<file path="src/design/regblk_pkg.sv">
package regblk_pkg;

  // host addresses are byte addresses.
  localparam int ADDRESS_WIDTH = 8;
  localparam int BUS_WIDTH     = 32;
  localparam int STROBE_WIDTH  = BUS_WIDTH / 8;

  typedef enum logic {
    ACCESS_READ  = 1'b0,
    ACCESS_WRITE = 1'b1
  } access_e;

  typedef enum logic {
    STATUS_OKAY  = 1'b0,
    STATUS_ERROR = 1'b1
  } status_e;

  localparam logic [BUS_WIDTH-1:0] ID_VALUE = 32'h5247_0101;

  // internal registers.
  localparam logic [ADDRESS_WIDTH-1:0] REG_ID_ADDR      = 8'h00;
  localparam logic [ADDRESS_WIDTH-1:0] REG_CONTROL_ADDR = 8'h04;
  localparam logic [ADDRESS_WIDTH-1:0] REG_SCRATCH_ADDR = 8'h08;

  // external register window, sixteen words.
  localparam logic [ADDRESS_WIDTH-1:0] WINDOW_START = 8'h80;
  localparam logic [ADDRESS_WIDTH-1:0] WINDOW_END   = 8'hBF;

endpackage

</file>
<file path="src/design/address_decoder.sv">
`timescale 1ns/1ps

module address_decoder #(
  parameter logic [regblk_pkg::ADDRESS_WIDTH-1:0] START_ADDRESS = '0,
  parameter logic [regblk_pkg::ADDRESS_WIDTH-1:0] END_ADDRESS   = '0,
  parameter bit                                   READABLE      = 1'b1,
  parameter bit                                   WRITABLE      = 1'b1
)(
  input  logic [regblk_pkg::ADDRESS_WIDTH-1:0] i_address,
  input  regblk_pkg::access_e                  i_access,
  output logic                                 o_match
);

  localparam int AW  = regblk_pkg::ADDRESS_WIDTH;
  localparam int LSB = $clog2(regblk_pkg::BUS_WIDTH) - 3;

  logic [AW-1:0] aligned;
  logic          in_range;
  logic          allowed;

  // byte lanes inside a word do not take part in the decode.
  assign aligned  = {i_address[AW-1:LSB], {LSB{1'b0}}};
  assign in_range = (aligned >= START_ADDRESS) && (aligned <= END_ADDRESS);

  always_comb begin
    if (i_access == regblk_pkg::ACCESS_WRITE) begin
      allowed = WRITABLE;
    end else begin
      allowed = READABLE;
    end
  end

  // a write to a read-only register is left undecoded, so the bridge ends it with an error.
  assign o_match = in_range && allowed;

endmodule

</file>
<file path="src/design/ctrl_registers.sv">
`timescale 1ns/1ps

module ctrl_registers (
  input  logic                                 i_clk,
  input  logic                                 i_rst_n,
  input  logic                                 i_reg_valid,
  input  regblk_pkg::access_e                  i_reg_access,
  input  logic [regblk_pkg::ADDRESS_WIDTH-1:0] i_reg_address,
  input  logic [regblk_pkg::BUS_WIDTH-1:0]     i_reg_write_data,
  input  logic [regblk_pkg::STROBE_WIDTH-1:0]  i_reg_strobe,
  output logic                                 o_reg_active,
  output logic                                 o_reg_ready,
  output regblk_pkg::status_e                  o_reg_status,
  output logic [regblk_pkg::BUS_WIDTH-1:0]     o_reg_read_data,
  output logic [regblk_pkg::BUS_WIDTH-1:0]     o_control
);

  logic                             id_match;
  logic                             control_match;
  logic                             scratch_match;
  logic                             write;
  logic [regblk_pkg::BUS_WIDTH-1:0] control;
  logic [regblk_pkg::BUS_WIDTH-1:0] scratch;

  address_decoder #(
    .START_ADDRESS (regblk_pkg::REG_ID_ADDR),
    .END_ADDRESS   (regblk_pkg::REG_ID_ADDR),
    .READABLE      (1'b1),
    .WRITABLE      (1'b0)
  ) u_id_decoder (
    .i_address (i_reg_address),
    .i_access  (i_reg_access),
    .o_match   (id_match)
  );

  address_decoder #(
    .START_ADDRESS (regblk_pkg::REG_CONTROL_ADDR),
    .END_ADDRESS   (regblk_pkg::REG_CONTROL_ADDR),
    .READABLE      (1'b1),
    .WRITABLE      (1'b1)
  ) u_control_decoder (
    .i_address (i_reg_address),
    .i_access  (i_reg_access),
    .o_match   (control_match)
  );

  address_decoder #(
    .START_ADDRESS (regblk_pkg::REG_SCRATCH_ADDR),
    .END_ADDRESS   (regblk_pkg::REG_SCRATCH_ADDR),
    .READABLE      (1'b1),
    .WRITABLE      (1'b1)
  ) u_scratch_decoder (
    .i_address (i_reg_address),
    .i_access  (i_reg_access),
    .o_match   (scratch_match)
  );

  assign write = i_reg_valid && (i_reg_access == regblk_pkg::ACCESS_WRITE);

  always_ff @(posedge i_clk, negedge i_rst_n) begin
    if (!i_rst_n) begin
      control <= '0;
      scratch <= '0;
    end else if (write) begin
      for (int i = 0; i < regblk_pkg::STROBE_WIDTH; i++) begin
        if (i_reg_strobe[i] && control_match) begin
          control[8*i +: 8] <= i_reg_write_data[8*i +: 8];
        end
        if (i_reg_strobe[i] && scratch_match) begin
          scratch[8*i +: 8] <= i_reg_write_data[8*i +: 8];
        end
      end
    end
  end

  // internal registers always answer in the cycle of the request.
  assign o_reg_active = id_match || control_match || scratch_match;
  assign o_reg_ready  = i_reg_valid && o_reg_active;
  assign o_reg_status = regblk_pkg::STATUS_OKAY;

  always_comb begin
    if (id_match) begin
      o_reg_read_data = regblk_pkg::ID_VALUE;
    end else if (control_match) begin
      o_reg_read_data = control;
    end else if (scratch_match) begin
      o_reg_read_data = scratch;
    end else begin
      o_reg_read_data = '0;
    end
  end

  assign o_control = control;

endmodule

</file>
<file path="src/design/ext_word_memory.sv">
`timescale 1ns/1ps

module ext_word_memory #(
  parameter int WAIT_CYCLES = 2,
  parameter int DEPTH       = 16
)(
  input  logic                                 i_clk,
  input  logic                                 i_rst_n,
  input  logic                                 i_ext_cyc,
  input  logic                                 i_ext_stb,
  input  logic                                 i_ext_we,
  input  logic [regblk_pkg::ADDRESS_WIDTH-3:0] i_ext_adr,
  input  logic [regblk_pkg::BUS_WIDTH-1:0]     i_ext_dat_w,
  input  logic [regblk_pkg::STROBE_WIDTH-1:0]  i_ext_sel,
  output logic [regblk_pkg::BUS_WIDTH-1:0]     o_ext_dat_r,
  output logic                                 o_ext_ack
);

  localparam int                   INDEX_WIDTH = $clog2(DEPTH);
  localparam int                   COUNT_WIDTH = $clog2(WAIT_CYCLES + 2);
  localparam logic [COUNT_WIDTH-1:0] LAST_COUNT = COUNT_WIDTH'(WAIT_CYCLES);

  logic [regblk_pkg::BUS_WIDTH-1:0] mem [DEPTH];
  logic [COUNT_WIDTH-1:0]           count;
  logic [INDEX_WIDTH-1:0]           index;
  logic                             finish;

  assign index  = i_ext_adr[INDEX_WIDTH-1:0];
  assign finish = i_ext_cyc && i_ext_stb && !o_ext_ack && (count == LAST_COUNT);

  // ack comes WAIT_CYCLES+1 cycles after the strobe is first seen and lasts one cycle.
  always_ff @(posedge i_clk, negedge i_rst_n) begin
    if (!i_rst_n) begin
      count     <= '0;
      o_ext_ack <= 1'b0;
      for (int i = 0; i < DEPTH; i++) begin
        mem[i] <= '0;
      end
    end else if (o_ext_ack) begin
      o_ext_ack <= 1'b0;
    end else if (finish) begin
      count     <= '0;
      o_ext_ack <= 1'b1;
      for (int b = 0; b < regblk_pkg::STROBE_WIDTH; b++) begin
        if (i_ext_we && i_ext_sel[b]) begin
          mem[index][8*b +: 8] <= i_ext_dat_w[8*b +: 8];
        end
      end
    end else if (i_ext_cyc && i_ext_stb) begin
      count <= count + 1'b1;
    end
  end

  always_ff @(posedge i_clk) begin
    if (finish) begin
      o_ext_dat_r <= mem[index];
    end
  end

endmodule

</file>
<file path="src/design/external_window.sv">
`timescale 1ns/1ps

module external_window #(
  parameter logic [regblk_pkg::ADDRESS_WIDTH-1:0] START_ADDRESS = '0,
  parameter logic [regblk_pkg::ADDRESS_WIDTH-1:0] END_ADDRESS   = '0
)(
  input  logic                                 i_clk,
  input  logic                                 i_rst_n,
  input  logic                                 i_reg_valid,
  input  regblk_pkg::access_e                  i_reg_access,
  input  logic [regblk_pkg::ADDRESS_WIDTH-1:0] i_reg_address,
  input  logic [regblk_pkg::BUS_WIDTH-1:0]     i_reg_write_data,
  input  logic [regblk_pkg::STROBE_WIDTH-1:0]  i_reg_strobe,
  output logic                                 o_reg_active,
  output logic                                 o_reg_ready,
  output regblk_pkg::status_e                  o_reg_status,
  output logic [regblk_pkg::BUS_WIDTH-1:0]     o_reg_read_data,
  output logic                                 o_ext_cyc,
  output logic                                 o_ext_stb,
  output logic                                 o_ext_we,
  output logic [regblk_pkg::ADDRESS_WIDTH-3:0] o_ext_adr,
  output logic [regblk_pkg::BUS_WIDTH-1:0]     o_ext_dat_w,
  output logic [regblk_pkg::STROBE_WIDTH-1:0]  o_ext_sel,
  input  logic [regblk_pkg::BUS_WIDTH-1:0]     i_ext_dat_r,
  input  logic                                 i_ext_ack
);

  logic                                 match;
  logic                                 start;
  logic [regblk_pkg::ADDRESS_WIDTH-1:0] offset;

  address_decoder #(
    .START_ADDRESS (START_ADDRESS),
    .END_ADDRESS   (END_ADDRESS),
    .READABLE      (1'b1),
    .WRITABLE      (1'b1)
  ) u_decoder (
    .i_address (i_reg_address),
    .i_access  (i_reg_access),
    .o_match   (match)
  );

  assign start  = i_reg_valid && match && !o_ext_stb;
  assign offset = i_reg_address - START_ADDRESS;

  // the cycle stays open until the memory acknowledges.
  always_ff @(posedge i_clk, negedge i_rst_n) begin
    if (!i_rst_n) begin
      o_ext_stb <= 1'b0;
      o_ext_we  <= 1'b0;
    end else if (o_ext_stb && i_ext_ack) begin
      o_ext_stb <= 1'b0;
    end else if (start) begin
      o_ext_stb <= 1'b1;
      o_ext_we  <= (i_reg_access == regblk_pkg::ACCESS_WRITE);
    end
  end

  always_ff @(posedge i_clk) begin
    if (start) begin
      o_ext_adr   <= offset[regblk_pkg::ADDRESS_WIDTH-1:2];
      o_ext_dat_w <= i_reg_write_data;
      o_ext_sel   <= i_reg_strobe;
    end
  end

  assign o_ext_cyc       = o_ext_stb;
  assign o_reg_active    = match;
  assign o_reg_ready     = o_ext_stb ? i_ext_ack : 1'b0;
  assign o_reg_status    = regblk_pkg::STATUS_OKAY;
  assign o_reg_read_data = i_ext_dat_r;

endmodule

</file>
<file path="src/design/host_bus_bridge.sv">
`timescale 1ns/1ps

module host_bus_bridge (
  input  logic                                 i_clk,
  input  logic                                 i_rst_n,
  input  logic                                 i_wb_cyc,
  input  logic                                 i_wb_stb,
  input  logic                                 i_wb_we,
  input  logic [regblk_pkg::ADDRESS_WIDTH-1:0] i_wb_adr,
  input  logic [regblk_pkg::BUS_WIDTH-1:0]     i_wb_dat,
  input  logic [regblk_pkg::STROBE_WIDTH-1:0]  i_wb_sel,
  output logic [regblk_pkg::BUS_WIDTH-1:0]     o_wb_dat,
  output logic                                 o_wb_ack,
  output logic                                 o_wb_err,
  output logic                                 o_reg_valid,
  output regblk_pkg::access_e                  o_reg_access,
  output logic [regblk_pkg::ADDRESS_WIDTH-1:0] o_reg_address,
  output logic [regblk_pkg::BUS_WIDTH-1:0]     o_reg_write_data,
  output logic [regblk_pkg::STROBE_WIDTH-1:0]  o_reg_strobe,
  input  logic                                 i_regs_active,
  input  logic                                 i_regs_ready,
  input  regblk_pkg::status_e                  i_regs_status,
  input  logic [regblk_pkg::BUS_WIDTH-1:0]     i_regs_read_data,
  input  logic                                 i_win_active,
  input  logic                                 i_win_ready,
  input  regblk_pkg::status_e                  i_win_status,
  input  logic [regblk_pkg::BUS_WIDTH-1:0]     i_win_read_data
);

  typedef enum logic [1:0] {
    IDLE,
    ACCESS,
    RESPOND
  } state_e;

  state_e                           state;
  logic                             start;
  logic                             done;
  logic                             done_error;
  logic [regblk_pkg::BUS_WIDTH-1:0] done_data;

  assign start = (state == IDLE) && i_wb_cyc && i_wb_stb;

  // the active slave answers. with none active the access ends at once as an error.
  always_comb begin
    done       = 1'b1;
    done_error = 1'b1;
    done_data  = '0;
    if (i_regs_active) begin
      done       = i_regs_ready;
      done_error = (i_regs_status == regblk_pkg::STATUS_ERROR);
      done_data  = i_regs_read_data;
    end else if (i_win_active) begin
      done       = i_win_ready;
      done_error = (i_win_status == regblk_pkg::STATUS_ERROR);
      done_data  = i_win_read_data;
    end
  end

  always_ff @(posedge i_clk, negedge i_rst_n) begin
    if (!i_rst_n) begin
      state       <= IDLE;
      o_reg_valid <= 1'b0;
      o_wb_ack    <= 1'b0;
      o_wb_err    <= 1'b0;
    end else begin
      case (state)
        IDLE: begin
          if (start) begin
            state       <= ACCESS;
            o_reg_valid <= 1'b1;
          end
        end
        ACCESS: begin
          if (done) begin
            state       <= RESPOND;
            o_reg_valid <= 1'b0;
            o_wb_ack    <= !done_error;
            o_wb_err    <= done_error;
          end
        end
        RESPOND: begin
          // the host drops stb after this cycle, so no request is seen twice.
          state    <= IDLE;
          o_wb_ack <= 1'b0;
          o_wb_err <= 1'b0;
        end
        default: begin
          state <= IDLE;
        end
      endcase
    end
  end

  always_ff @(posedge i_clk) begin
    if (start) begin
      o_reg_access     <= i_wb_we ? regblk_pkg::ACCESS_WRITE : regblk_pkg::ACCESS_READ;
      o_reg_address    <= i_wb_adr;
      o_reg_write_data <= i_wb_dat;
      o_reg_strobe     <= i_wb_sel;
    end
    if ((state == ACCESS) && done) begin
      o_wb_dat <= done_data;
    end
  end

endmodule

</file>
<file path="src/design/regblk_top.sv">
`timescale 1ns/1ps

module regblk_top #(
  parameter int WAIT_CYCLES = 2,
  parameter int DEPTH       = 16
)(
  input  logic                                 i_clk,
  input  logic                                 i_rst_n,
  input  logic                                 i_wb_cyc,
  input  logic                                 i_wb_stb,
  input  logic                                 i_wb_we,
  input  logic [regblk_pkg::ADDRESS_WIDTH-1:0] i_wb_adr,
  input  logic [regblk_pkg::BUS_WIDTH-1:0]     i_wb_dat,
  input  logic [regblk_pkg::STROBE_WIDTH-1:0]  i_wb_sel,
  output logic [regblk_pkg::BUS_WIDTH-1:0]     o_wb_dat,
  output logic                                 o_wb_ack,
  output logic                                 o_wb_err,
  output logic [regblk_pkg::BUS_WIDTH-1:0]     o_control
);

  logic                                 reg_valid;
  regblk_pkg::access_e                  reg_access;
  logic [regblk_pkg::ADDRESS_WIDTH-1:0] reg_address;
  logic [regblk_pkg::BUS_WIDTH-1:0]     reg_write_data;
  logic [regblk_pkg::STROBE_WIDTH-1:0]  reg_strobe;

  logic                                 regs_active;
  logic                                 regs_ready;
  regblk_pkg::status_e                  regs_status;
  logic [regblk_pkg::BUS_WIDTH-1:0]     regs_read_data;

  logic                                 win_active;
  logic                                 win_ready;
  regblk_pkg::status_e                  win_status;
  logic [regblk_pkg::BUS_WIDTH-1:0]     win_read_data;

  logic                                 ext_cyc;
  logic                                 ext_stb;
  logic                                 ext_we;
  logic [regblk_pkg::ADDRESS_WIDTH-3:0] ext_adr;
  logic [regblk_pkg::BUS_WIDTH-1:0]     ext_dat_w;
  logic [regblk_pkg::STROBE_WIDTH-1:0]  ext_sel;
  logic [regblk_pkg::BUS_WIDTH-1:0]     ext_dat_r;
  logic                                 ext_ack;

  host_bus_bridge u_bridge (
    .i_clk            (i_clk),
    .i_rst_n          (i_rst_n),
    .i_wb_cyc         (i_wb_cyc),
    .i_wb_stb         (i_wb_stb),
    .i_wb_we          (i_wb_we),
    .i_wb_adr         (i_wb_adr),
    .i_wb_dat         (i_wb_dat),
    .i_wb_sel         (i_wb_sel),
    .o_wb_dat         (o_wb_dat),
    .o_wb_ack         (o_wb_ack),
    .o_wb_err         (o_wb_err),
    .o_reg_valid      (reg_valid),
    .o_reg_access     (reg_access),
    .o_reg_address    (reg_address),
    .o_reg_write_data (reg_write_data),
    .o_reg_strobe     (reg_strobe),
    .i_regs_active    (regs_active),
    .i_regs_ready     (regs_ready),
    .i_regs_status    (regs_status),
    .i_regs_read_data (regs_read_data),
    .i_win_active     (win_active),
    .i_win_ready      (win_ready),
    .i_win_status     (win_status),
    .i_win_read_data  (win_read_data)
  );

  ctrl_registers u_registers (
    .i_clk            (i_clk),
    .i_rst_n          (i_rst_n),
    .i_reg_valid      (reg_valid),
    .i_reg_access     (reg_access),
    .i_reg_address    (reg_address),
    .i_reg_write_data (reg_write_data),
    .i_reg_strobe     (reg_strobe),
    .o_reg_active     (regs_active),
    .o_reg_ready      (regs_ready),
    .o_reg_status     (regs_status),
    .o_reg_read_data  (regs_read_data),
    .o_control        (o_control)
  );

  external_window #(
    .START_ADDRESS (regblk_pkg::WINDOW_START),
    .END_ADDRESS   (regblk_pkg::WINDOW_END)
  ) u_window (
    .i_clk            (i_clk),
    .i_rst_n          (i_rst_n),
    .i_reg_valid      (reg_valid),
    .i_reg_access     (reg_access),
    .i_reg_address    (reg_address),
    .i_reg_write_data (reg_write_data),
    .i_reg_strobe     (reg_strobe),
    .o_reg_active     (win_active),
    .o_reg_ready      (win_ready),
    .o_reg_status     (win_status),
    .o_reg_read_data  (win_read_data),
    .o_ext_cyc        (ext_cyc),
    .o_ext_stb        (ext_stb),
    .o_ext_we         (ext_we),
    .o_ext_adr        (ext_adr),
    .o_ext_dat_w      (ext_dat_w),
    .o_ext_sel        (ext_sel),
    .i_ext_dat_r      (ext_dat_r),
    .i_ext_ack        (ext_ack)
  );

  ext_word_memory #(
    .WAIT_CYCLES (WAIT_CYCLES),
    .DEPTH       (DEPTH)
  ) u_memory (
    .i_clk       (i_clk),
    .i_rst_n     (i_rst_n),
    .i_ext_cyc   (ext_cyc),
    .i_ext_stb   (ext_stb),
    .i_ext_we    (ext_we),
    .i_ext_adr   (ext_adr),
    .i_ext_dat_w (ext_dat_w),
    .i_ext_sel   (ext_sel),
    .o_ext_dat_r (ext_dat_r),
    .o_ext_ack   (ext_ack)
  );

endmodule

</file>
<file path="config.mk">
export PLATFORM = sky130hd
export DESIGN_NAME = regblk_top
export DESIGN_NICKNAME = d
export VERILOG_FILES = /design/src/design/regblk_pkg.sv /design/src/design/address_decoder.sv /design/src/design/ctrl_registers.sv /design/src/design/ext_word_memory.sv /design/src/design/external_window.sv /design/src/design/host_bus_bridge.sv /design/src/design/regblk_top.sv
export SDC_FILE = /design/constraint.sdc
export NUM_CORES = 1
export LEC_CHECK = 0
export ABC_CLOCK_PERIOD_IN_PS = 3450
export BUFFER_PORTS_ARGS = -buffer_cell sky130_fd_sc_hd__buf_2
export CAP_MARGIN = 20
export CORE_AREA = 2 2 247 249
export DETAILED_ROUTE_END_ITERATION = 6
export DIE_AREA = 0 0 249 251
export GPL_TIMING_DRIVEN = 0
export PLACE_DENSITY = 0.74
export SLEW_MARGIN = 20
export SYNTH_ARGS = -nofsm -noshare
export SYNTH_HDL_FRONTEND = slang
export SYNTH_HIERARCHICAL = 1
export SYNTH_SLANG_ARGS = --single-unit
</file>
<file path="constraint.sdc">
create_clock -name i_clk -period 3.45 [get_ports i_clk]
set_input_delay 0.69 -clock i_clk [delete_from_list [all_inputs] [get_ports i_clk]]
set_output_delay 0.69 -clock i_clk [all_outputs]
set_load 0.02 [all_outputs]
</file>
# Word-level counts from Yosys, hierarchy flattened
# Index checks and enable logic that the tools add are counted.
dict set report word_totals {
  reg_bits 735
  latchBits 0
  ramBits 0
  mem_bits_ro 0
  input_bits 49
  output_inout_bits 66
  mem_count 0
}
dict set report op_classes {
  addsub 2
  n_mul 0
  n_div 0
  magnitude_cmp 10
  n_eq_ne 5
  n_shift 0
  mux 53
  n_bitwise 3
  n_reduce_logical 52
}
# cell n
set op_table {}
lappend op_table {{$mux 512} 10}
lappend op_table {{$bwmux 512} 4}
lappend op_table {{$demux 32 s4} 4}
lappend op_table {{$mux 32} 8}
lappend op_table {{$bmux 32 s4} 1}
lappend op_table {{$logic_and 1x1->1} 28}
lappend op_table {{$reduce_and 2->1} 13}
lappend op_table {{$mux 24} 1}
lappend op_table {{$mux 16} 1}
lappend op_table {{$mux 1} 15}
lappend op_table {{$ge 8x1->1 const B} 1}
lappend op_table {{$ge 8x3->1 const B} 1}
lappend op_table {{$ge 8x4->1 const B} 1}
lappend op_table {{$ge 8x8->1 const B} 1}
lappend op_table {{$le 8x1->1 const B} 1}
lappend op_table {{$le 8x3->1 const B} 1}
lappend op_table {{$le 8x4->1 const B} 1}
lappend op_table {{$le 8x8->1 const B} 1}
lappend op_table {{$mux 2} 4}
lappend op_table {{$mux 8} 1}
lappend op_table {{$reduce_bool 2->1} 4}
lappend op_table {{$pmux 1 s2} 3}
lappend op_table {{$sub 6x1->6 const B} 1}
lappend op_table {{$ge 5x5->1 const B} 1}
lappend op_table {{other kinds (12)} 18}

# Logic depth before layout (Yosys ltp)
# Gate-level depths: netlist of the first run.
dict set report depth {
  ltp_word 19
  mapped_depth 8
  ltp_nobuf 7
}

# Cells and area by module
# The synthesis of the first run kept the hierarchy.
# mod n_inst cells_per_inst area_each_um2
set modules_own_cells {}
lappend modules_own_cells {ext_word_memory 1 1493 24795.0}
lappend modules_own_cells {ctrl_registers 1 238 3109.2}
lappend modules_own_cells {host_bus_bridge 1 148 2915.3}
lappend modules_own_cells {external_window 1 86 1629.1}
lappend modules_own_cells {{address_decoder (u_registers.u_control_decoder ...)} 3 2 20.0}
lappend modules_own_cells {{address_decoder (u_window.u_decoder)} 1 1 13.8}

# Least setup slack after synthesis of the first run
# Ideal clock, no wire load.
dict set report synth_path {
  path_kind {register -> register}
  from {register u_window.o_ext_stb, in the netlist u_window/o_ext_cyc}
  to {register u_memory/o_ext_dat_r[0] (netlist bit), enable pin}
  setup_ns 0.468
  arrival_time_ns 3.357
  path_slack_ns -0.375
  path_stages_with_launch 6
  period_less_slack_ns 3.825
  cell_sequence {dfrtp_1 > buf_4 > and3b_1 > buf_2 > buf_2 > nor3b_1}
}
dict set report synth_via {
  elab_chain_cells 2
}
# element line_no
set synth_rtl {}
lappend synth_rtl {{start, declared} external_window.sv:19} ;# output logic o_ext_stb,
lappend synth_rtl {{start signal, assigned} external_window.sv:49} ;# o_ext_stb <= 1'b0;
lappend synth_rtl {{start signal, assigned} external_window.sv:52} ;# o_ext_stb <= 1'b0;
lappend synth_rtl {{start signal, assigned} external_window.sv:54} ;# o_ext_stb <= 1'b1;
lappend synth_rtl {{$logic_and 1x1->1 (2 in series)} ext_word_memory.sv:29} ;# assign finish = i_ext_cyc && i_ext_stb && !o_ext_ack && (count == LAST_COUNT);
lappend synth_rtl {{end signal, assigned} ext_word_memory.sv:56} ;# o_ext_dat_r <= mem[index];
lappend synth_rtl {{end, declared} ext_word_memory.sv:15} ;# output logic [regblk_pkg::BUS_WIDTH-1:0] o_ext_dat_r,
# No other way between the ends.
# A chain may end at the register's enable or synchronous reset.

# Final worst setup path of the first run
dict set report layout_path {
  from {register u_bridge/o_reg_address[6] (netlist bit)}
  to {register u_bridge/o_wb_dat[5] (netlist bit), enable pin}
}
dict set report layout_via {
  elab_chain_cells 8
}
# element line_no
set layout_rtl {}
lappend layout_rtl {{start, declared} host_bus_bridge.sv:17} ;# output logic [regblk_pkg::ADDRESS_WIDTH-1:0] o_reg_address,
lappend layout_rtl {{start signal, assigned} host_bus_bridge.sv:98} ;# o_reg_address <= i_wb_adr;
lappend layout_rtl {{$ge 8x1->1 or $le 8x1->1 (tied branches)} address_decoder.sv:23} ;# assign in_range = (aligned >= START_ADDRESS) && (aligned <= END_ADDRESS);
lappend layout_rtl {{$logic_and 1x1->1 (*)} address_decoder.sv:23}
lappend layout_rtl {{$logic_and 1x1->1 (*)} address_decoder.sv:34} ;# assign o_match = in_range && allowed;
lappend layout_rtl {{via u_registers.id_match} ctrl_registers.sv:18} ;# logic id_match;
lappend layout_rtl {{$logic_or 1x1->1 (*) (2 in series)} ctrl_registers.sv:77} ;# assign o_reg_active = id_match || control_match || scratch_match;
lappend layout_rtl {{via regs_active} regblk_top.sv:27} ;# logic regs_active;
lappend layout_rtl {{$logic_and 1x1->1 (*)} ctrl_registers.sv:78} ;# assign o_reg_ready = i_reg_valid && o_reg_active;
lappend layout_rtl {{via regs_ready} regblk_top.sv:28} ;# logic regs_ready;
lappend layout_rtl {{$mux 1 (*)} host_bus_bridge.sv:49} ;# if (i_regs_active) begin
lappend layout_rtl {{$logic_and 1x1->1 (*)} host_bus_bridge.sv:102} ;# if ((state == ACCESS) && done) begin
lappend layout_rtl {{end signal, assigned} host_bus_bridge.sv:103} ;# o_wb_dat <= done_data;
lappend layout_rtl {{end, declared} host_bus_bridge.sv:12} ;# output logic [regblk_pkg::BUS_WIDTH-1:0] o_wb_dat,
# Mark *: on every way through the listed nets, which the timed path passes. The rest lies on a longest branch.

==> metrics.cfg, run 1 <==
[placed_design]
dpl_cell_area_sq_um = 34200
gp_congestion = 0.857
hpwl_um = 55500
port_buffers = 112
place_inst = 2872

[clock_tree]
cts_hold_buf = 0
cts_tree = done
clkTransAtPathRegs_ns = 0.06
cts_resized = 0
htree_levels = 3
post_cts_buffers = 0
cts_made_buffers = 74
clkLatencyLatePin_ns = 0.61
cts-root-buf = clkbuf_16
cts_sinks = 733
cts_buffer_depth = 3

[timing]
max_freq_mhz = 309
skew_ns = 0.0248
hold_violations = 0
setup_viol = 0
tightest_slew_ns = 0.792
holdWs_ns = 0.0826
rsz0062_at_grt = false
fin_crit_ns = 3.24
drv_slew = 0
timing.final.crit_share_pct = 93.8
slew_headroom_pct = 47.2

[synth]
syn-instance-count = 1967
syn_avg_cell_area_sq_um = 16.5
yosysWarnings = 6
synth_fp_nets = 2016
syn_area_sq_um = 32400

[drt]
postRouteAntennaNets = 0
vias = 18500
dr.pass1.iters = 7
avgViaCountPerCell = 6.15
drc = 0
drtIter0Drc = 1527
wire_per_inst_um = 25.7
drt-total-wl_um = 77200

[global_route]
grt_max_degree = 105
antenna_found_initial = 0
grt_usage_pct = 25.3
gr-total-overflow = 0
grt_pass1_vias = 19600
grt_pass1_wl_um = 119000

[flow_run]
cap_violations = 0

[finish]
syn2layout_area_growth_pct = 13.2
fill_cells = 4282
diodes = 0
drive_above_1_share_pct = 51.4
final_cells = 3004
final_util_pct = 61.3
design_area_sq_um = 36700
fin_nets = 2215

[die]
dieArea_sq_um = 62500
core_sq_um = 59800
io_pins = 115
fp.dieH_um = 251
fp-row-count = 90
dieWidth_um = 249
initial_utilization_pct = 54.2

[setup_path]
critPathLaunchType = register
cpMaxStageDelayCell = or4_1
cp.required_ns = 3.77
r2r-start = u_bridge/o_reg_address[6]$_DFFE_PP_
cp-startpoint = u_bridge/o_reg_address[6]$_DFFE_PP_
cpPeakStageDelay_ns = 0.58
cp_data_arrival_time_ns = 3.55
worst_setup_path_end_kind = register
crit_type = reg -> reg
crit_chain = or4_1, nor4_2, clkbuf_1, or3_1, and2_1, nand2b_1, nand2_1, nor2_4, buf_16
critical_path_peak_fanout = 17

[pwr]
p_sw_uw = 4910
switching_share_pct = 24.4
seqPwrFrac_pct = 49.0
p_clk_share_pct = 40.2
power.density_nw_per_um2 = 548
power.leakage_uw = 0.0180
p_int_uw = 15200
comb_power_share_pct = 10.9
ir_drop_mv = 0.309

[min_path]
hp-class = in -> async

[outcome]
status = finished clean

-- critical path: cells and delay by family (launching register included) --
family / cells / cell delay [ns]
buffers and inverters: 2 / 0.55
flip-flops: 1 / 0.47
AND/OR/NAND/NOR: 7 / 1.89
-- power by group through the flow --
stage / registers [uW] / clock network [uW] / logic (uW)
global placement: 9960 / 0 / 2030
finish: 9850 / 8080 / 2190
floorplan: 9920 / 0 / 1410
detailed placement: 9990 / 0 / 2180
global route: 9910 / 8580 / 2350
CTS: 9840 / 8240 / 2190
-- metrics by stage --
stage	TNS [ns]	power (uW)	setup slack, ns
2_1_floorplan	0	11300	0.388
3_3_place_gp	-5711.32	12000	-9.84
3_5_place_dp	0	12200	0.269
4_1_cts	0	20300	0.264
5_1_grt	0	20800	0.0938
6_report	0	20100	0.214
-- worst paths after layout --
| kind | slack (ns) | to | cells after the start |
|---|---|---|---|
| setup reg to reg | 0.21 | u_bridge/o_wb_dat[5]$_DFFE_PP_ | 9 |
| min in group i_clk | 0.25 | u_bridge/o_reg_write_data[15]$_DFFE_PP_ | 1 |
| max in group asynchronous | 1.74 | u_memory/mem[90]$_DFFE_PN0P_ | 4 |
| hold / removal | 0.08 | u_memory/mem[258]$_DFFE_PN0P_ | 1 |
| setup / recovery | 0.21 | u_bridge/o_wb_dat[5]$_DFFE_PP_ | 9 |
| hold reg to reg | 0.49 | u_window/o_ext_cyc$_DFFE_PN0P_ | 1 |
-- state kept, by name, indices dropped and copies added (netlist names), 6 cells and up --
name                       count
u_registers/o_control         32
u_window/o_ext_dat_w          32
u_bridge/o_reg_address         6
u_memory/mem                 512
u_bridge/o_wb_dat             32
u_memory/o_ext_dat_r          32
u_registers/scratch           32
u_bridge/o_reg_write_data     32
-- per-layer routing --
layer	vias to the layer above	GRT usage [%]	part of all wire, %	wire [um]
met3	166	3.81	5.5	4240
met1	9809	35.7	43	33600
met2	628	39.2	47	36100
met5	-	0	0	0
li1	7877	-	-	-
met4	0	11.6	4.2	3270
-- cell type report --
type	instances	area [sq um]	area share (%)
clock inverter	19	254	0.693
clock buffer	113	2190	5.98
multi-input combinational	1055	12300	33.6
sequential	733	19100	52.0
buffer	176	993	2.71
timing repair buffer	123	833	2.27
tap	782	978	2.67
inverter	3	11.3	0.0307
-- cells in the final DEF (no fill, tap or decap), types with 45 or more instances in the layout --
cell / count
dfrtp_1: 586
edfxtp_1: 147
nand2_1: 60
clkbuf_16: 77
clkbuf_1: 82
a22oi_1: 64
mux2_2: 577
buf_4: 45
nand4_2: 64
buf_2: 168
mux4_2: 128
No activity file was read; power rests on OpenSTA's default activity.
==> inputs of run 2 (changes only) <==
--- a/config.mk
+++ b/config.mk
@@ -13,6 +13,7 @@
 export DIE_AREA = 0 0 249 251
 export GPL_TIMING_DRIVEN = 0
 export PLACE_DENSITY = 0.74
+export REMOVE_ABC_BUFFERS = 1
 export SLEW_MARGIN = 20
 export SYNTH_ARGS = -nofsm -noshare
 export SYNTH_HDL_FRONTEND = slang
==> run 2 against run 1 <==
  * Clock power decreased by 2%
  * Combinational power decreased by 11%
  * Setup slack got worse by 0.13 ns
  * Count of clock-buffer cells in the layout increased by 8
  * Critical path depth increased by 3
  * Final cell count decreased by 3.7%
  * Die area unchanged
  * Sequential share of layout area about the same
  * Largest cell class unchanged
==> metrics.cfg, run 2 (synthesized netlist as in run 1, its figures left out) <==
[drt]
avgViaCountPerCell = 6.13  ; was 6.15
drc = 0  ; unchanged
vias = 17700  ; was 18500
wire_per_inst_um = 25.4  ; was 25.7 um
drtIter0Drc = 1075  ; was 1527
dr.pass1.iters = 5  ; was 7
drt-total-wl_um = 73500  ; was 77200 um
postRouteAntennaNets = 0  ; unchanged

[die]
initial_utilization_pct = 54.2  ; unchanged
dieArea_sq_um = 62500  ; unchanged
dieWidth_um = 249  ; unchanged
fp.dieH_um = 251  ; unchanged
fp-row-count = 90  ; unchanged
core_sq_um = 59800  ; unchanged
io_pins = 115  ; unchanged

[finish]
final_cell_mix = 586 x dfrtp_1, 577 x mux2_2, 147 x edfxtp_1  ; was 586 x dfrtp_1, 577 x mux2_2, 168 x buf_2
final_util_pct = 61.3  ; about the same
fin_nets = 2096  ; was 2215
final_cells = 2892  ; was 3004
largest_reg_flops = 512  ; unchanged
fill_cells = 4222  ; was 4282
design_area_sq_um = 36700  ; about the same
regMostFlops = u_memory/mem  ; unchanged
drive_above_1_share_pct = 51.9  ; was 51.4%
final_common_cell = dfrtp_1  ; unchanged
syn2layout_area_growth_pct = 13.2  ; about the same

[timing]
slew_headroom_pct = 26.8  ; was 47.2%
timing.final.crit_share_pct = 97.6  ; was 93.8%
tightest_slew_ns = 1.10  ; was 0.792 ns
max_freq_mhz = 297  ; was 309 MHz
skew_ns = 0.0151  ; was 0.0248 ns
rsz0062_at_grt = false  ; unchanged
setup_viol = 0  ; unchanged
finalWorstSetupSlack_ns = 0.0818  ; was 0.214 ns
drv_slew = 0  ; unchanged
fin_crit_ns = 3.37  ; was 3.24 ns
hold_violations = 0  ; unchanged

[setup_path]
r2r-start = u_bridge/o_reg_address[3]$_DFFE_PP_  ; was u_bridge/o_reg_address[6]$_DFFE_PP_
cpPeakStageDelay_ns = 0.63  ; was 0.58 ns
ff2ff_path_depth = 12  ; was 9
critPathTopFamily = simple AND/OR/NAND/NOR gates  ; unchanged
regToRegSetupSlack_ns = 0.08  ; was 0.21 ns
crit_chain = or4b_1, nor3_4, buf_8, buf_8, or3_4, buf_12, and2_1, nand2b_1, nand2_1, nor2_4, buf_16, buf_16  ; was or4_1, nor4_2, clkbuf_1, or3_1, and2_1, nand2b_1, nand2_1, nor2_4, buf_16
crit_buf_inv = 5  ; was 2
critPathLaunchType = register  ; unchanged
r2r_end = u_bridge/o_wb_dat[10]$_DFFE_PP_  ; was u_bridge/o_wb_dat[5]$_DFFE_PP_
critical_path_peak_fanout = 25  ; was 17
cp_data_arrival_time_ns = 3.68  ; was 3.55 ns
crit_type = reg -> reg  ; unchanged
cp.required_ns = 3.76  ; was 3.77 ns
worst_setup_path_end_kind = register  ; unchanged
cpMaxStageDelayCell = or4b_1  ; was or4_1

[placed_design]
dpl_cell_area_sq_um = 34200  ; about the same
gp_congestion = 0.759  ; was 0.857
port_buffers = 112  ; unchanged
place_inst = 2744  ; was 2872
pre_cts_ws_ns = -1.21  ; was 0.269 ns
hpwl_um = 48800  ; was 55500 um

[global_route]
grt_pass1_wl_um = 115000  ; was 119000 um
grt_max_degree = 107  ; was 105
grt_pass1_vias = 19700  ; was 19600
gr-total-overflow = 0  ; unchanged
antenna_found_initial = 1  ; was 0
grt_usage_pct = 24.1  ; was 25.3%

[outcome]
status = finished clean  ; unchanged

[pwr]
power.leakage_uw = 0.0178  ; was 0.0180 uW
p_int_uw = 15000  ; was 15200 uW
ir_drop_mv = 0.306  ; was 0.309 mV
seqPwrFrac_pct = 50.2  ; was 49.0%
comb_power_share_pct = 9.9  ; was 10.9%
power_uw = 19800  ; was 20100 uW
power.density_nw_per_um2 = 541  ; was 548 nW/um^2
p_sw_uw = 4850  ; was 4910 uW
p_clk_share_pct = 40.0  ; was 40.2%
switching_share_pct = 24.5  ; was 24.4%

[min_path]
min_from = i_wb_sel[1]
whs_endpoint = u_bridge/o_reg_strobe[1]$_DFFE_PP_
hp-class = in -> reg  ; was in -> async
whs_path_depth = 1

[clock_tree]
cts_buffer_depth = 3  ; unchanged
cts_made_buffers = 75  ; was 74
cts-root-buf = clkbuf_16  ; unchanged
cts_sinks = 733  ; unchanged
clkTransAtPathRegs_ns = 0.06  ; about the same
htree_levels = 3  ; unchanged
clkLatencyLatePin_ns = 0.61  ; about the same
cts_tree = done  ; unchanged

[flow_run]
cap_violations = 0  ; unchanged

run 2: layout make-up:
type / count / area [sq um] / share of cell area, %
multi-input combinational: 1055 / 12400 / 33.9
sequential: 733 / 19100 / 52.0
inverter: 3 / 13.8 / 0.0375
clock inverter: 18 / 116 / 0.317
tap: 782 / 978 / 2.67
clock buffer: 121 / 2300 / 6.27
timing repair buffer: 179 / 1750 / 4.77
antenna: 1 / 2.50 / 0.00683
run 2: routing by layer:
metal / vias to the layer above / global-route usage [%] / wire length (um)
li1: 7688 / - / -
met1: 9500 / 32.0 / 31100
met2: 426 / 39.9 / 36300
met3: 111 / 4.93 / 4120
met4: 0 / 8.80 / 2030
met5: - / 0 / 0
run 2: worst max path at each step:
| stage | start | end | slack (ns) | cells past startpoint |
|---|---|---|---|---|
| 3_3_place_gp | i_rst_n | u_registers/o_control[21]$_DFFE_PN0P_ | -9.74 | 1 |
| 4_1_cts | u_bridge/o_reg_address[3]$_DFFE_PP_ | u_bridge/o_wb_dat[10]$_DFFE_PP_ | 0.13 | 12 |
| 2_1_floorplan | u_window/o_ext_adr[0]$_DFFE_PP_ | u_memory/mem[160]$_DFFE_PN0P_ | -3.66 | 3 |
| 3_5_place_dp | u_bridge/o_reg_access$_DFFE_PP_ | u_bridge/o_wb_dat[11]$_DFFE_PP_ | -1.21 | 11 |
| 6_report | u_bridge/o_reg_address[3]$_DFFE_PP_ | u_bridge/o_wb_dat[10]$_DFFE_PP_ | 0.08 | 12 |
| 5_1_grt | u_bridge/o_reg_address[3]$_DFFE_PP_ | u_bridge/o_wb_dat[14]$_DFFE_PP_ | 0.003 | 12 |
run 2: power groups by stage:
stage	Sequential (uW)	Combinational [uW]	Clock, uW
floorplan	10100	1090	0
global placement	10200	1600	0
detailed placement	10100	1940	0
finish	9950	1950	7930
global route	10000	2100	8460
CTS	9950	1960	8110
run 2: stage by stage:
step                hold slack [ns]  TNS [ns]
floorplan                     0.394  -1928.97
global placement              0.451  -9666.10
detailed placement            0.465    -53.43
CTS                           0.207         0
global route                  0.231         0
finish                        0.249         0
run 2: what timing repair did:
item,CTS,global route
endpoints found under the setup margin,77,3
buffers inserted,6,1
pin swaps,5,0
hold buffers,1,0
endpoints found under the hold margin,39,0
gates resized for setup,2,0
==> inputs of run 3 (changes only) <==
--- a/config.mk
+++ b/config.mk
@@ -6,13 +6,13 @@
 export NUM_CORES = 1
 export LEC_CHECK = 0
 export ABC_CLOCK_PERIOD_IN_PS = 3450
-export BUFFER_PORTS_ARGS = -buffer_cell sky130_fd_sc_hd__buf_2
+export BUFFER_PORTS_ARGS = -buffer_cell sky130_fd_sc_hd__buf_4
 export CAP_MARGIN = 20
 export CORE_AREA = 2 2 247 249
 export DETAILED_ROUTE_END_ITERATION = 6
 export DIE_AREA = 0 0 249 251
 export GPL_TIMING_DRIVEN = 0
-export PLACE_DENSITY = 0.74
+export PLACE_DENSITY = 0.85
 export REMOVE_ABC_BUFFERS = 1
 export SLEW_MARGIN = 20
 export SYNTH_ARGS = -nofsm -noshare
==> run 3 against run 2 <==
  * Design area grew 1.0%
  * Sequential power barely moved
  * Largest power group unchanged
  * Critical endpoint is now u_bridge/o_wb_dat[4]$_DFFE_PP_
  * Power rose by 2.0%
  * Non-clock buffer count up 1
  * Via count grew 3.0%
  * Flip-flop and latch count stayed put
  * Hold slack lost 0.14 ns
  * Utilization grew 0.64 points
==> metrics.cfg, run 3 (synthesized netlist as in run 1, its figures left out) <==
[outcome]
status = finished clean  ; unchanged

[global_route]
antenna_found_initial = 0  ; was 1
grt_use_met1_pct = 32.3  ; was 32.0%
grt_pass1_vias = 19900  ; was 19700
busiest_layer = met2  ; unchanged
grt_pass1_wl_um = 118000  ; was 115000 um
grt_usage_pct = 24.6  ; was 24.1%
met2_usage_pct = 40.1  ; was 39.9%
gr-total-overflow = 0  ; unchanged
grt_max_degree = 110  ; was 107
met3_usage_pct = 6.25  ; was 4.93%

[finish]
syn2layout_area_growth_pct = 14.3  ; was 13.2%
regMostFlops = u_memory/mem  ; unchanged
largest_reg_flops = 512  ; unchanged
diodes = 0  ; was 1
drive_above_1_share_pct = 52.0  ; was 51.9%
fill_cells = 3958  ; was 4222
final_common_cell = dfrtp_1  ; unchanged
fin_nets = 2096  ; unchanged
final_util_pct = 62.0  ; was 61.3%
final_cell_mix = 586 x dfrtp_1, 577 x mux2_2, 147 x edfxtp_1  ; unchanged
seqCellArea_sq_um = 19100  ; unchanged
multiInputGateArea_sq_um = 12400  ; about the same
design_area_sq_um = 37000  ; was 36700 sq um

[min_path]
hp-class = in -> async  ; was in -> reg

[timing]
hold_violations = 0  ; unchanged
tightest_slew_ns = 1.06  ; was 1.10 ns
slew_headroom_pct = 28.6  ; was 26.8%
drv_slew = 0  ; unchanged
max_freq_mhz = 300  ; was 297 MHz
skew_ns = 0.0138  ; was 0.0151 ns
finalSetupTns_ns = 0  ; unchanged
timing.final.crit_share_pct = 96.6  ; was 97.6%
setup_viol = 0  ; unchanged
fin_crit_ns = 3.33  ; was 3.37 ns
rsz0062_at_grt = false  ; unchanged

[clock_tree]
cts-root-buf = clkbuf_16  ; unchanged
clkTransAtPathRegs_ns = 0.06  ; about the same
cts_sinks = 733  ; unchanged
cts_made_buffers = 74  ; was 75
cts_tree = done  ; unchanged
cts_buffer_depth = 3  ; unchanged
htree_levels = 3  ; unchanged
clkLatencyLatePin_ns = 0.61  ; about the same

[setup_path]
worst_setup_path_end_kind = register  ; unchanged
cp_data_arrival_time_ns = 3.65  ; was 3.68 ns
cpMostUsedCell = buf_16
cp.required_ns = 3.76  ; about the same
critPathLaunchType = register  ; unchanged
critical_path_peak_fanout = 23  ; was 25
cpMaxStageDelayCell = edfxtp_1  ; was or4b_1
crit_type = reg -> reg  ; unchanged
regToRegSetupSlack_ns = 0.12  ; was 0.08 ns
crit_chain = or4_1, nor4_4, buf_6, or3_4, buf_16, and2_1, nand2b_1, nand2_1, nor2_4, buf_16, buf_16  ; was or4b_1, nor3_4, buf_8, buf_8, or3_4, buf_12, and2_1, nand2b_1, nand2_1, nor2_4, buf_16, buf_16
cpPeakStageDelay_ns = 0.63  ; about the same

[drt]
vias = 18300  ; was 17700
postRouteAntennaNets = 0  ; unchanged
dr.pass1.iters = 4  ; was 5
drtIter0Drc = 1319  ; was 1075
drc = 0  ; unchanged
avgViaCountPerCell = 6.32  ; was 6.13
drt-total-wl_um = 75500  ; was 73500 um
wire_per_inst_um = 26.1  ; was 25.4 um

[pwr]
p_clk_share_pct = 40.8  ; was 40.0%
p_int_uw = 15400  ; was 15000 uW
seqPwrFrac_pct = 49.3  ; was 50.2%
switching_share_pct = 24.1  ; was 24.5%
power.density_nw_per_um2 = 546  ; was 541 nW/um^2
ir_drop_mv = 0.292  ; was 0.306 mV
power.leakage_uw = 0.0180  ; was 0.0178 uW
p_sw_uw = 4880  ; was 4850 uW
comb_power_share_pct = 10.0  ; was 9.9%

[die]
fp-row-count = 90  ; unchanged
initial_utilization_pct = 54.2  ; unchanged
dieArea_sq_um = 62500  ; unchanged
core_sq_um = 59800  ; unchanged
io_pins = 115  ; unchanged
dieWidth_um = 249  ; unchanged
fp.dieH_um = 251  ; unchanged

[placed_design]
port_buffers = 112  ; unchanged
dpl_cell_area_sq_um = 34500  ; was 34200 sq um
hpwl_um = 49200  ; was 48800 um
gp_congestion = 0.771  ; was 0.759

[flow_run]
cap_violations = 0  ; unchanged

## run 3: worst max-delay path, delay by kind of cell, from the launching register on
family / cells / cell delay, ns
buffers and inverters: 4 / 0.73
flip-flops: 1 / 0.63
AND/OR/NAND/NOR: 7 / 1.61
## run 3: layout make-up
class	count	area share [%]
inverter	3	0.0372
sequential	733	51.5
timing repair buffer	180	5.47
multi-input combinational	1055	33.5
tap	782	2.64
clock buffer	120	6.36
clock inverter	16	0.469
## run 3: final timing paths
| kind | cells past startpoint | to | startpoint |
|---|---|---|---|
| max in group asynchronous | 5 | u_registers/scratch[21]$_DFFE_PN0P_ | i_rst_n |
| hold reg to reg | 1 | u_window/o_ext_cyc$_DFFE_PN0P_ | u_memory/o_ext_ack$_DFF_PN0_ |
| setup reg to reg | 11 | u_bridge/o_wb_dat[4]$_DFFE_PP_ | u_bridge/o_reg_address[5]$_DFFE_PP_ |
| hold / removal | 2 | u_registers/o_control[5]$_DFFE_PN0P_ | i_rst_n |
| setup / recovery | 11 | u_bridge/o_wb_dat[4]$_DFFE_PP_ | u_bridge/o_reg_address[5]$_DFFE_PP_ |
| min in group i_clk | 1 | u_bridge/o_reg_write_data[13]$_DFFE_PP_ | i_wb_dat[13] |
## run 3: timing repair
action                                  in CTS  in global routing
endpoints found under the setup margin      69                  7
buffers inserted                             6                  1
pin swaps                                    4                  0
hold buffers                                 0                  0
resized for setup                            1                  0
gates cloned                                 0                  0
## run 3: metal layers
metal | wire, um | vias up
met3 | 5380 | 166
met5 | 0 | -
met4 | 2160 | 0
li1 | - | 7673
met1 | 30900 | 9768
met2 | 37100 | 644
## run 3: power by group through the flow
stage	Clock [uW]	Sequential, uW	Combinational [uW]
final	8250	9970	2020
after global routing	8750	10000	2160
after CTS	8380	9960	2030
after detailed placement	0	10100	2000
after global placement	0	10100	1630
after floorplan	0	10100	1090
## run 3: metrics by stage
stage                     power, uW  hold WS [ns]  cells  setup slack, ns
after floorplan               11200         0.394   1791            -3.66
after global placement        11800         0.450   2685            -7.29
after detailed placement      12100         0.463   2746            -1.27
after CTS                     20400         0.133   2888            0.154
after global routing          20900         0.156   2889          0.00578
final                         20200         0.106   2889            0.117
